--- src/rvfi_pkg.sv ---
// Trace unit package: data widths, field types and trap cause codes
`default_nettype none

package rvfi_pkg;

  // ------------------------------------------------------------------
  // Widths
  // ------------------------------------------------------------------
  localparam int unsigned XLEN = 32;

  typedef logic [XLEN-1:0]   xlen_t;      // Register or data value
  typedef logic [31:0]       insn_t;      // Instruction word, compressed ones zero-extended
  typedef logic [XLEN-1:0]   vaddr_t;     // Virtual address
  typedef logic [XLEN/8-1:0] be_t;        // One bit per data byte
  typedef logic [4:0]        reg_addr_t;  // Architectural register index
  typedef logic [1:0]        priv_t;      // Privilege level

  // ------------------------------------------------------------------
  // Mode and cause codes
  // ------------------------------------------------------------------

  // Reported as the mode while the hart sits in debug mode
  localparam priv_t DEBUG_MODE = 2'd2;

  // Environment calls retire even though they raise an exception
  localparam xlen_t CAUSE_ECALL_U = 32'd8;
  localparam xlen_t CAUSE_ECALL_S = 32'd9;
  localparam xlen_t CAUSE_ECALL_M = 32'd11;

endpackage

`default_nettype wire
--- src/rvfi_lsu_if.sv ---
// Memory annotation channel from the load/store probes into the issue table
`timescale 1ns/1ps
`default_nettype none

interface rvfi_lsu_if #(
  parameter int unsigned NR_SB_ENTRIES = 8
);

  localparam int unsigned ID_W = (NR_SB_ENTRIES > 1) ? $clog2(NR_SB_ENTRIES) : 1;

  logic [ID_W-1:0]  id;     // Transaction id of the memory op
  rvfi_pkg::vaddr_t addr;
  rvfi_pkg::be_t    rmask;  // Nonzero only for a load
  rvfi_pkg::be_t    wmask;  // Nonzero only for a store
  rvfi_pkg::xlen_t  wdata;

  modport lsu (
    output id, addr, rmask, wmask, wdata
  );

  modport tbl (
    input id, addr, rmask, wmask, wdata
  );

endinterface

`default_nettype wire

--- src/rvfi_issue_if.sv ---
// Issue-time write channel from instruction capture into the issue table
`timescale 1ns/1ps
`default_nettype none

interface rvfi_issue_if #(
  parameter int unsigned NR_SB_ENTRIES = 8
);

  localparam int unsigned ID_W = (NR_SB_ENTRIES > 1) ? $clog2(NR_SB_ENTRIES) : 1;

  logic              wr_valid;  // Entry write strobe
  logic [ID_W-1:0]   wr_id;     // Transaction id being issued
  rvfi_pkg::insn_t   wr_insn;
  rvfi_pkg::xlen_t   rs1_data;  // Forwarded operands
  rvfi_pkg::xlen_t   rs2_data;

  modport issue (
    output wr_valid, wr_id, wr_insn, rs1_data, rs2_data
  );

  // Receiver side, on the table
  modport tbl (
    input wr_valid, wr_id, wr_insn, rs1_data, rs2_data
  );

endinterface

`default_nettype wire

--- src/rvfi_tracer.sv ---
// Instruction trace unit top: probe capture, issue table and commit packing
`timescale 1ns/1ps
`default_nettype none

module rvfi_tracer #(
  parameter  int unsigned NR_COMMIT_PORTS = 2,
  parameter  int unsigned NR_SB_ENTRIES   = 8,
  localparam int unsigned ID_W = (NR_SB_ENTRIES > 1) ? $clog2(NR_SB_ENTRIES) : 1
) (
  input  wire logic                                 clk_i,
  input  wire logic                                 rst_ni,
  // Fetch and issue probes
  input  wire logic                                 fetch_valid_i,
  input  wire rvfi_pkg::insn_t                      fetch_insn_i,
  input  wire logic                                 is_compressed_i,
  input  wire logic                                 issue_ack_i,
  input  wire logic                                 flush_i,
  input  wire logic                                 decoded_valid_i,
  input  wire logic                                 decoded_ack_i,
  input  wire logic                                 flush_unissued_i,
  input  wire logic [ID_W-1:0]                      issue_id_i,
  input  wire rvfi_pkg::xlen_t                      rs1_fwd_i,
  input  wire rvfi_pkg::xlen_t                      rs2_fwd_i,
  // Commit probes
  input  wire logic [NR_COMMIT_PORTS-1:0][ID_W-1:0] commit_ptr_i,
  input  wire logic [NR_COMMIT_PORTS-1:0]           commit_ack_i,
  input  wire logic [NR_COMMIT_PORTS-1:0]           commit_valid_i,
  input  wire logic                                 ex_valid_i,
  input  wire rvfi_pkg::xlen_t                      ex_cause_i,
  input  wire rvfi_pkg::priv_t                      priv_i,
  input  wire logic                                 debug_mode_i,
  input  rvfi_pkg::vaddr_t    [NR_COMMIT_PORTS-1:0] pc_i,
  input  rvfi_pkg::reg_addr_t [NR_COMMIT_PORTS-1:0] rs1_i,
  input  rvfi_pkg::reg_addr_t [NR_COMMIT_PORTS-1:0] rs2_i,
  input  rvfi_pkg::reg_addr_t [NR_COMMIT_PORTS-1:0] rd_i,
  input  rvfi_pkg::xlen_t     [NR_COMMIT_PORTS-1:0] result_i,
  input  rvfi_pkg::xlen_t     [NR_COMMIT_PORTS-1:0] wdata_i,
  // Load/store probes
  input  wire logic                                 lsu_valid_i,
  input  wire logic                                 lsu_is_load_i,
  input  wire logic                                 lsu_is_store_i,
  input  wire logic [ID_W-1:0]                      lsu_id_i,
  input  wire rvfi_pkg::vaddr_t                     lsu_addr_i,
  input  wire rvfi_pkg::be_t                        lsu_be_i,
  input  wire rvfi_pkg::xlen_t                      lsu_wdata_i,
  // Trace records
  output logic                [NR_COMMIT_PORTS-1:0] trace_valid_o,
  output rvfi_pkg::insn_t     [NR_COMMIT_PORTS-1:0] trace_insn_o,
  output logic                [NR_COMMIT_PORTS-1:0] trace_trap_o,
  output rvfi_pkg::xlen_t     [NR_COMMIT_PORTS-1:0] trace_cause_o,
  output rvfi_pkg::priv_t     [NR_COMMIT_PORTS-1:0] trace_mode_o,
  output rvfi_pkg::reg_addr_t [NR_COMMIT_PORTS-1:0] trace_rs1_addr_o,
  output rvfi_pkg::reg_addr_t [NR_COMMIT_PORTS-1:0] trace_rs2_addr_o,
  output rvfi_pkg::reg_addr_t [NR_COMMIT_PORTS-1:0] trace_rd_addr_o,
  output rvfi_pkg::xlen_t     [NR_COMMIT_PORTS-1:0] trace_rs1_rdata_o,
  output rvfi_pkg::xlen_t     [NR_COMMIT_PORTS-1:0] trace_rs2_rdata_o,
  output rvfi_pkg::xlen_t     [NR_COMMIT_PORTS-1:0] trace_rd_wdata_o,
  output rvfi_pkg::vaddr_t    [NR_COMMIT_PORTS-1:0] trace_pc_o,
  output rvfi_pkg::vaddr_t    [NR_COMMIT_PORTS-1:0] trace_mem_addr_o,
  output rvfi_pkg::be_t       [NR_COMMIT_PORTS-1:0] trace_mem_rmask_o,
  output rvfi_pkg::be_t       [NR_COMMIT_PORTS-1:0] trace_mem_wmask_o,
  output rvfi_pkg::xlen_t     [NR_COMMIT_PORTS-1:0] trace_mem_wdata_o,
  output rvfi_pkg::xlen_t     [NR_COMMIT_PORTS-1:0] trace_mem_rdata_o
);

  rvfi_issue_if #(.NR_SB_ENTRIES(NR_SB_ENTRIES)) issue_bus ();
  rvfi_lsu_if   #(.NR_SB_ENTRIES(NR_SB_ENTRIES)) lsu_bus ();

  rvfi_pkg::insn_t  [NR_COMMIT_PORTS-1:0] tbl_insn;
  rvfi_pkg::xlen_t  [NR_COMMIT_PORTS-1:0] tbl_rs1;
  rvfi_pkg::xlen_t  [NR_COMMIT_PORTS-1:0] tbl_rs2;
  rvfi_pkg::vaddr_t [NR_COMMIT_PORTS-1:0] tbl_addr;
  rvfi_pkg::be_t    [NR_COMMIT_PORTS-1:0] tbl_rmask;
  rvfi_pkg::be_t    [NR_COMMIT_PORTS-1:0] tbl_wmask;
  rvfi_pkg::xlen_t  [NR_COMMIT_PORTS-1:0] tbl_wdata;

  // ------------------------------------------------------------------
  // Memory annotation: byte enable becomes a read or a write mask
  // ------------------------------------------------------------------
  assign lsu_bus.id    = lsu_id_i;
  assign lsu_bus.addr  = lsu_addr_i;
  assign lsu_bus.rmask = (lsu_valid_i && lsu_is_load_i)  ? lsu_be_i : '0;
  assign lsu_bus.wmask = (lsu_valid_i && lsu_is_store_i) ? lsu_be_i : '0;
  assign lsu_bus.wdata = lsu_wdata_i;

  rvfi_id_capture #(
    .NR_SB_ENTRIES(NR_SB_ENTRIES)
  ) u_id_capture (
    .clk_i, .rst_ni, .fetch_valid_i, .fetch_insn_i, .is_compressed_i,
    .issue_ack_i, .flush_i, .decoded_valid_i, .decoded_ack_i, .flush_unissued_i,
    .issue_id_i, .rs1_fwd_i, .rs2_fwd_i,
    .issue_o (issue_bus.issue)
  );

  rvfi_issue_table #(
    .NR_COMMIT_PORTS(NR_COMMIT_PORTS),
    .NR_SB_ENTRIES  (NR_SB_ENTRIES)
  ) u_issue_table (
    .clk_i, .rst_ni,
    .issue_i     (issue_bus.tbl),
    .lsu_i       (lsu_bus.tbl),
    .commit_ptr_i,
    .rd_insn_o   (tbl_insn),
    .rd_rs1_o    (tbl_rs1),
    .rd_rs2_o    (tbl_rs2),
    .rd_addr_o   (tbl_addr),
    .rd_rmask_o  (tbl_rmask),
    .rd_wmask_o  (tbl_wmask),
    .rd_wdata_o  (tbl_wdata)
  );

  rvfi_commit_pack #(
    .NR_COMMIT_PORTS(NR_COMMIT_PORTS)
  ) u_commit_pack (
    .commit_ack_i, .commit_valid_i, .ex_valid_i, .ex_cause_i, .priv_i, .debug_mode_i,
    .pc_i, .rs1_i, .rs2_i, .rd_i, .result_i, .wdata_i,
    .tbl_insn_i  (tbl_insn),
    .tbl_rs1_i   (tbl_rs1),
    .tbl_rs2_i   (tbl_rs2),
    .tbl_addr_i  (tbl_addr),
    .tbl_rmask_i (tbl_rmask),
    .tbl_wmask_i (tbl_wmask),
    .tbl_wdata_i (tbl_wdata),
    .trace_valid_o, .trace_insn_o, .trace_trap_o, .trace_cause_o, .trace_mode_o,
    .trace_rs1_addr_o, .trace_rs2_addr_o, .trace_rd_addr_o,
    .trace_rs1_rdata_o, .trace_rs2_rdata_o, .trace_rd_wdata_o, .trace_pc_o,
    .trace_mem_addr_o, .trace_mem_rmask_o, .trace_mem_wmask_o,
    .trace_mem_wdata_o, .trace_mem_rdata_o
  );

endmodule

`default_nettype wire

--- src/rvfi_commit_pack.sv ---
// Commit packer: forms one trace record per commit port from probes and table data
`timescale 1ns/1ps
`default_nettype none

module rvfi_commit_pack #(
  parameter int unsigned NR_COMMIT_PORTS = 2
) (
  input  wire logic        [NR_COMMIT_PORTS-1:0] commit_ack_i,
  input  wire logic        [NR_COMMIT_PORTS-1:0] commit_valid_i,
  input  wire logic                              ex_valid_i,
  input  wire rvfi_pkg::xlen_t                   ex_cause_i,
  input  wire rvfi_pkg::priv_t                   priv_i,
  input  wire logic                              debug_mode_i,
  input  rvfi_pkg::vaddr_t    [NR_COMMIT_PORTS-1:0] pc_i,
  input  rvfi_pkg::reg_addr_t [NR_COMMIT_PORTS-1:0] rs1_i,
  input  rvfi_pkg::reg_addr_t [NR_COMMIT_PORTS-1:0] rs2_i,
  input  rvfi_pkg::reg_addr_t [NR_COMMIT_PORTS-1:0] rd_i,
  input  rvfi_pkg::xlen_t     [NR_COMMIT_PORTS-1:0] result_i,
  input  rvfi_pkg::xlen_t     [NR_COMMIT_PORTS-1:0] wdata_i,
  // Table read values
  input  rvfi_pkg::insn_t     [NR_COMMIT_PORTS-1:0] tbl_insn_i,
  input  rvfi_pkg::xlen_t     [NR_COMMIT_PORTS-1:0] tbl_rs1_i,
  input  rvfi_pkg::xlen_t     [NR_COMMIT_PORTS-1:0] tbl_rs2_i,
  input  rvfi_pkg::vaddr_t    [NR_COMMIT_PORTS-1:0] tbl_addr_i,
  input  rvfi_pkg::be_t       [NR_COMMIT_PORTS-1:0] tbl_rmask_i,
  input  rvfi_pkg::be_t       [NR_COMMIT_PORTS-1:0] tbl_wmask_i,
  input  rvfi_pkg::xlen_t     [NR_COMMIT_PORTS-1:0] tbl_wdata_i,
  // Trace record
  output logic                [NR_COMMIT_PORTS-1:0] trace_valid_o,
  output rvfi_pkg::insn_t     [NR_COMMIT_PORTS-1:0] trace_insn_o,
  output logic                [NR_COMMIT_PORTS-1:0] trace_trap_o,
  output rvfi_pkg::xlen_t     [NR_COMMIT_PORTS-1:0] trace_cause_o,
  output rvfi_pkg::priv_t     [NR_COMMIT_PORTS-1:0] trace_mode_o,
  output rvfi_pkg::reg_addr_t [NR_COMMIT_PORTS-1:0] trace_rs1_addr_o,
  output rvfi_pkg::reg_addr_t [NR_COMMIT_PORTS-1:0] trace_rs2_addr_o,
  output rvfi_pkg::reg_addr_t [NR_COMMIT_PORTS-1:0] trace_rd_addr_o,
  output rvfi_pkg::xlen_t     [NR_COMMIT_PORTS-1:0] trace_rs1_rdata_o,
  output rvfi_pkg::xlen_t     [NR_COMMIT_PORTS-1:0] trace_rs2_rdata_o,
  output rvfi_pkg::xlen_t     [NR_COMMIT_PORTS-1:0] trace_rd_wdata_o,
  output rvfi_pkg::vaddr_t    [NR_COMMIT_PORTS-1:0] trace_pc_o,
  output rvfi_pkg::vaddr_t    [NR_COMMIT_PORTS-1:0] trace_mem_addr_o,
  output rvfi_pkg::be_t       [NR_COMMIT_PORTS-1:0] trace_mem_rmask_o,
  output rvfi_pkg::be_t       [NR_COMMIT_PORTS-1:0] trace_mem_wmask_o,
  output rvfi_pkg::xlen_t     [NR_COMMIT_PORTS-1:0] trace_mem_wdata_o,
  output rvfi_pkg::xlen_t     [NR_COMMIT_PORTS-1:0] trace_mem_rdata_o
);

  logic is_ecall;  // Ecalls still retire when trapping

  assign is_ecall = (ex_cause_i == rvfi_pkg::CAUSE_ECALL_U) ||
                    (ex_cause_i == rvfi_pkg::CAUSE_ECALL_S) ||
                    (ex_cause_i == rvfi_pkg::CAUSE_ECALL_M);

  always_comb begin
    for (int i = 0; i < NR_COMMIT_PORTS; i++) begin
      trace_trap_o[i]  = commit_valid_i[i] && ex_valid_i;
      trace_valid_o[i] = (commit_ack_i[i] && !ex_valid_i) || (trace_trap_o[i] && is_ecall);
      trace_insn_o[i]  = tbl_insn_i[i];
      trace_cause_o[i] = ex_cause_i;
      trace_mode_o[i]  = debug_mode_i ? rvfi_pkg::DEBUG_MODE : priv_i;

      trace_rs1_addr_o[i]  = rs1_i[i];
      trace_rs2_addr_o[i]  = rs2_i[i];
      trace_rd_addr_o[i]   = rd_i[i];
      trace_rs1_rdata_o[i] = tbl_rs1_i[i];   // Operands as seen at issue
      trace_rs2_rdata_o[i] = tbl_rs2_i[i];
      trace_rd_wdata_o[i]  = wdata_i[i];
      trace_pc_o[i]        = pc_i[i];

      trace_mem_addr_o[i]  = tbl_addr_i[i];
      trace_mem_rmask_o[i] = tbl_rmask_i[i];
      trace_mem_wmask_o[i] = tbl_wmask_i[i];
      trace_mem_wdata_o[i] = tbl_wdata_i[i];
      trace_mem_rdata_o[i] = result_i[i];    // Load data is the commit result
    end
  end

endmodule

`default_nettype wire

--- src/rvfi_issue_table.sv ---
// Issue table: per-transaction instruction, operands and memory annotation
`timescale 1ns/1ps
`default_nettype none

module rvfi_issue_table #(
  parameter  int unsigned NR_COMMIT_PORTS = 2,
  parameter  int unsigned NR_SB_ENTRIES   = 8,
  localparam int unsigned ID_W = (NR_SB_ENTRIES > 1) ? $clog2(NR_SB_ENTRIES) : 1
) (
  input  wire logic                                  clk_i,
  input  wire logic                                  rst_ni,
  rvfi_issue_if.tbl                                  issue_i,
  rvfi_lsu_if.tbl                                    lsu_i,
  input  wire logic [NR_COMMIT_PORTS-1:0][ID_W-1:0]  commit_ptr_i,
  output rvfi_pkg::insn_t  [NR_COMMIT_PORTS-1:0]     rd_insn_o,
  output rvfi_pkg::xlen_t  [NR_COMMIT_PORTS-1:0]     rd_rs1_o,
  output rvfi_pkg::xlen_t  [NR_COMMIT_PORTS-1:0]     rd_rs2_o,
  output rvfi_pkg::vaddr_t [NR_COMMIT_PORTS-1:0]     rd_addr_o,
  output rvfi_pkg::be_t    [NR_COMMIT_PORTS-1:0]     rd_rmask_o,
  output rvfi_pkg::be_t    [NR_COMMIT_PORTS-1:0]     rd_wmask_o,
  output rvfi_pkg::xlen_t  [NR_COMMIT_PORTS-1:0]     rd_wdata_o
);

  // ------------------------------------------------------------------
  // Storage
  // ------------------------------------------------------------------
  rvfi_pkg::insn_t  insn_q  [NR_SB_ENTRIES];
  rvfi_pkg::xlen_t  rs1_q   [NR_SB_ENTRIES];
  rvfi_pkg::xlen_t  rs2_q   [NR_SB_ENTRIES];
  rvfi_pkg::vaddr_t addr_q  [NR_SB_ENTRIES];  // Load or store address
  rvfi_pkg::be_t    rmask_q [NR_SB_ENTRIES];
  rvfi_pkg::be_t    wmask_q [NR_SB_ENTRIES];
  rvfi_pkg::xlen_t  wdata_q [NR_SB_ENTRIES];  // Store data

  always_ff @(posedge clk_i or negedge rst_ni) begin
    if (!rst_ni) begin
      for (int i = 0; i < NR_SB_ENTRIES; i++) begin
        insn_q[i]  <= '0;
        rs1_q[i]   <= '0;
        rs2_q[i]   <= '0;
        addr_q[i]  <= '0;
        rmask_q[i] <= '0;
        wmask_q[i] <= '0;
        wdata_q[i] <= '0;
      end
    end else begin
      // A new issue starts the entry afresh
      if (issue_i.wr_valid) begin
        insn_q[issue_i.wr_id]  <= issue_i.wr_insn;
        rs1_q[issue_i.wr_id]   <= issue_i.rs1_data;
        rs2_q[issue_i.wr_id]   <= issue_i.rs2_data;
        addr_q[issue_i.wr_id]  <= '0;
        rmask_q[issue_i.wr_id] <= '0;
        wmask_q[issue_i.wr_id] <= '0;
        wdata_q[issue_i.wr_id] <= '0;
      end

      // Annotation comes later in the block, so it overrides a same-id issue
      if (lsu_i.rmask != '0) begin
        addr_q[lsu_i.id]  <= lsu_i.addr;
        rmask_q[lsu_i.id] <= lsu_i.rmask;
      end else if (lsu_i.wmask != '0) begin
        addr_q[lsu_i.id]  <= lsu_i.addr;
        wmask_q[lsu_i.id] <= lsu_i.wmask;
        wdata_q[lsu_i.id] <= lsu_i.wdata;
      end
    end
  end

  // ------------------------------------------------------------------
  // Read ports, one per commit port
  // ------------------------------------------------------------------
  always_comb begin
    for (int p = 0; p < NR_COMMIT_PORTS; p++) begin
      rd_insn_o[p]  = insn_q[commit_ptr_i[p]];
      rd_rs1_o[p]   = rs1_q[commit_ptr_i[p]];
      rd_rs2_o[p]   = rs2_q[commit_ptr_i[p]];
      rd_addr_o[p]  = addr_q[commit_ptr_i[p]];
      rd_rmask_o[p] = rmask_q[commit_ptr_i[p]];
      rd_wmask_o[p] = wmask_q[commit_ptr_i[p]];
      rd_wdata_o[p] = wdata_q[commit_ptr_i[p]];
    end
  end

endmodule

`default_nettype wire

--- src/rvfi_id_capture.sv ---
// Decode capture: holds the fetched word until issue and raises the table write
`timescale 1ns/1ps
`default_nettype none

module rvfi_id_capture #(
  parameter  int unsigned NR_SB_ENTRIES = 8,
  localparam int unsigned ID_W = (NR_SB_ENTRIES > 1) ? $clog2(NR_SB_ENTRIES) : 1
) (
  input  wire logic            clk_i,
  input  wire logic            rst_ni,
  input  wire logic            fetch_valid_i,
  input  wire rvfi_pkg::insn_t fetch_insn_i,
  input  wire logic            is_compressed_i,
  input  wire logic            issue_ack_i,
  input  wire logic            flush_i,
  input  wire logic            decoded_valid_i,
  input  wire logic            decoded_ack_i,
  input  wire logic            flush_unissued_i,
  input  wire logic [ID_W-1:0] issue_id_i,
  input  wire rvfi_pkg::xlen_t rs1_fwd_i,
  input  wire rvfi_pkg::xlen_t rs2_fwd_i,
  rvfi_issue_if.issue          issue_o
);

  logic            valid_q, valid_d;
  rvfi_pkg::insn_t insn_q, insn_d;

  always_comb begin
    valid_d = valid_q;
    insn_d  = insn_q;
    if (issue_ack_i) valid_d = 1'b0;   // Issue stage took the word
    // Room in the holder, or it empties this cycle
    if ((!valid_q || issue_ack_i) && fetch_valid_i) begin
      valid_d = 1'b1;
      insn_d  = is_compressed_i ? {16'h0000, fetch_insn_i[15:0]} : fetch_insn_i;
    end
    if (flush_i) valid_d = 1'b0;       // Flush wins over a new fetch
  end

  always_ff @(posedge clk_i or negedge rst_ni) begin
    if (!rst_ni) begin
      valid_q <= 1'b0;
      insn_q  <= '0;
    end else begin
      valid_q <= valid_d;
      insn_q  <= insn_d;
    end
  end

  // Table write on the decode handshake
  assign issue_o.wr_valid = decoded_valid_i && decoded_ack_i && !flush_unissued_i;
  assign issue_o.wr_id    = issue_id_i;
  assign issue_o.wr_insn  = insn_q;
  assign issue_o.rs1_data = rs1_fwd_i;
  assign issue_o.rs2_data = rs2_fwd_i;

endmodule

`default_nettype wire

--- config.mk ---
export PLATFORM = sky130hd
export DESIGN_NAME = rvfi_tracer
export DESIGN_NICKNAME = d
export VERILOG_FILES = /design/src/rvfi_pkg.sv /design/src/rvfi_lsu_if.sv /design/src/rvfi_issue_if.sv /design/src/rvfi_tracer.sv /design/src/rvfi_commit_pack.sv /design/src/rvfi_issue_table.sv /design/src/rvfi_id_capture.sv
export SDC_FILE = /design/constraint.sdc
export NUM_CORES = 2
export LEC_CHECK = 0
export BUFFER_PORTS_ARGS = -buffer_cell sky130_fd_sc_hd__buf_2
export CAP_MARGIN = 20
export CORE_AREA = 3 3 420 422
export DETAILED_ROUTE_END_ITERATION = 10
export DIE_AREA = 0 0 423 425
export PLACE_DENSITY = 0.76
export SYNTH_ARGS = -nofsm -noshare
export SYNTH_HDL_FRONTEND = slang
export SYNTH_SLANG_ARGS = --single-unit
export TNS_END_PERCENT = 1
--- constraint.sdc ---
create_clock -name clk_i -period 2 [get_ports clk_i]
set_input_delay 0.3 -clock clk_i [delete_from_list [all_inputs] [get_ports clk_i]]
set_output_delay 0.3 -clock clk_i [all_outputs]
set_load 0.05 [all_outputs]
==> reports/metrics.yaml <==
logic_synthesis:
  synth_seq_area_share_pct: 44.9
  syn_avg_cell_area_sq_um: 14.6
  netlist_instances: 5253
  ys_ff_latch: 1377
  synth_warnings: 0
  synthDistinctLibCells: 39
  yosys-top-cells-area: "dfrtp_1 45%, mux4_2 20%, mux2_2 13%"
  yosysTopAreaCellShare_pct: 44.9
  synthesis.nets: 5703
  yosys.area.top_type: "dfrtp_1"
  synthesis.area_sq_um: 76700
flow_run:
  maxCapViolCount: 0
drt:
  vias_per_cell: 6.32
  drt_iter0_drc: 4846
  drc: 0
  ant_nets: 0
  dr.pass1.iters: 7
  wire_per_inst_um: 30.1
  vias: 52665
  routed_wl_mm: 251
die:
  dieWidth_um: 423
  io_pins: 1080
  fp.dieH_um: 425
  core_area_sq_um: 173000
  rows: 153
  start_util_pct: 44.2
  die-area_sq_um: 180000
cts:
  htreeDepth: 4
  cts_buffers: 153
  clockRootBuffer: "clkbuf_16"
  cts_sinks: 1377
  cts_tree: "yes"
  clock_path_buffers: 3
  path_clk_slew_ns: 0.06
  insertion_delay_ns: 0.82
setup_path:
  r2r_slack_ns: 0.61
  required_ns: 1.70
  cp-start-kind: "flip-flop"
  critical_path_buf_inv_count: 1
  path_max_fanout: 3
  critical_path_class: "reg -> out"
  cp.depth: 3
  cpLargestDelayFamily: "multiplexers"
  crit_chain: "mux4_2, mux2_4, buf_6"
  crit_start: "u_issue_table.wmask_q[18]"
  cp-end-kind: "output pin"
  slowest_stage: "mux4_2"
  critical_path.endpoint: "trace_mem_wmask_o[2]"
  cpPeakStageDelay_ns: 0.50
  regToRegStartpoint: "u_id_capture.valid_q"
  regToRegEndpoint: "u_id_capture.issue_o.wr_insn[13]"
  cp.arrival_ns: 2.24
  reg2regPathDepth: 4
grt:
  grt_use_total_pct: 27.6
  grt_antenna_before_repair: 28
  grt-ovfl-total: 0
  grt_max_degree: 145
  grt_pass1_wl_mm: 376
  grt_pass1_vias: 56416
place:
  port_buffers: 635
  dpl.cell_count: 7871
  dpl_cell_area_sq_um: 84600
  dp_slack_ns: -0.375
  dp_hpwl_mm: 168
  place_congestion: 0.857
pwr:
  power_mw: 98.3
  p_leak_nw: 44.7
  ir_worst_vdd_uv: 1200
  p_per_area_nw_per_um2: 1040
sta:
  worst_hold_slack_ns: 0.0922
  fin_crit_ns: 2.54
  slew_headroom_pct: 31.8
  skew_ns: 0.0227
  slew_violations: 0
  tightest_slew_ns: 1.02
  fin_crit_sh_pct: 127
  setup_tns_ns: -149.12
  finalWorstSetupSlack_ns: -0.544
  setup_viol: 336
  fmax_mhz: 393
  rsz0062_at_grt: "yes"
  finalHoldViolCount: 0
cells_and_area:
  area_delta_synth_final_pct: 22.9
  layout_commonest_cell: "dfrtp_1"
  mostFrequentLayoutCells: "1377 x dfrtp_1, 672 x mux4_2, 655 x mux2_2"
  fill_cells: 13354
  nets: 6321
  drive_above_1_share_pct: 48.1
  fin_util_pct: 54.4
  stdcell_count: 8335
  multi_input_area_sq_um: 38300
  seq_area_sq_um: 34500
  final_area_sq_um: 94300
status:
  outcome: "finished, violations left"
  violations: "negative setup slack"
hold_path:
  hold_class: "in -> reg"
==> metal layers <==
metal / vias to the layer above / wire length, um / GRT usage [%]
met4: 4 / 18000 / 17.8
met2: 2858 / 119000 / 43.6
met1: 28033 / 90500 / 32.8
met3: 775 / 23000 / 8.43
li1: 20995 / - / -
met5: - / 205 / 0.968
==> area by class of cell <==
class                   count  share of cell area (%)
multi-input cells        3057                    40.7
flip-flops and latches   1377                    36.5
repair buffers           1214                    13.9
clock buffers             215                    4.75
well taps                2325                    3.09
clock inverters            54                   0.737
inverters                  68                   0.271
diodes                     25                  0.0664
==> worst min-delay path, stage by stage <==
cell,delay [ns]
buf_2,0.26
nor2b_1,0.16
mux2_2,0.15
==> where the power goes <==
| part | switching [mW] | total (mW) | internal [mW] |
|---|---|---|---|
| logic | 16.0 | 31.0 | 15.0 |
| clock network | 12.2 | 29.2 | 17.1 |
| registers | 4.54 | 38.0 | 33.5 |
| total | 32.7 | 98.3 | 65.6 |
==> Yosys cell counts <==
cell type and instances:
o41ai_1 2, buf_12 13, nor3b_1 1, buf_1 32
and2_1 2, nor3b_2 2, dfrtp_1 1377, nand4_2 4
and3_1 1, o21ai_1 1, nand4b_1 1, nor3_1 1
nor2_1 9, mux2i_1 576, o211ai_4 6, buf_6 39
and3b_1 3, a21oi_1 1, nor4_1 6, o21ai_0 576
mux2_1 254, nor4b_1 1, nand2b_1 5, nand4bb_1 1
or2_2 1, mux2_2 882, nor2_2 1, nand3_1 9
nand4_1 5, o211ai_2 2, buf_2 129, mux4_2 672
buf_4 337, nand2_1 13, clkbuf_1 201, nor2b_1 17
inv_1 68, or4_4 1, or2_1 1
==> cell families after synthesis <==
kind of cell           synth area share, %
AOI/OAI and AO/OA                     3.99
buffers and inverters                 6.52
DFF                                   44.9
muxes                                 43.9
and+or+nand+nor                      0.685
==> state kept, by name, indices dropped and copies added, names as in the netlist <==
signal and flops:
u_issue_table.insn_q 256, u_issue_table.wmask_q 32, u_id_capture.valid_q 1, u_issue_table.wdata_q 256, u_issue_table.rs2_q 256, u_issue_table.rs1_q 256
u_issue_table.addr_q 256, u_issue_table.rmask_q 32, u_id_capture.issue_o.wr_insn 32
==> worst min path at each step <==
stage / start / to / slack [ns] / depth (start not counted)
4_1_cts: is_compressed_i / u_id_capture.issue_o.wr_insn[18] / 0.003 / 3
2_1_floorplan: rst_ni / u_id_capture.issue_o.wr_insn[0] / 0.004 / 0
6_report: is_compressed_i / u_id_capture.issue_o.wr_insn[22] / 0.09 / 3
5_1_grt: is_compressed_i / u_id_capture.issue_o.wr_insn[22] / 0.07 / 3
3_5_place_dp: rst_ni / u_issue_table.insn_q[218] / 0.24 / 1
3_3_place_gp: rst_ni / u_issue_table.insn_q[218] / 0.24 / 1
==> repair_timing <==
item | 4_1_cts | 5_1_grt
buffers inserted | 1 | 0
endpoints found under the hold margin | 2219 | 0
resized for setup | 820 | 34
hold buffers | 169 | 0
gates cloned | 0 | 0
pin swaps | 4 | 0
setup endpoints to repair | 338 | 338
(Power assumes the default switching activity.)
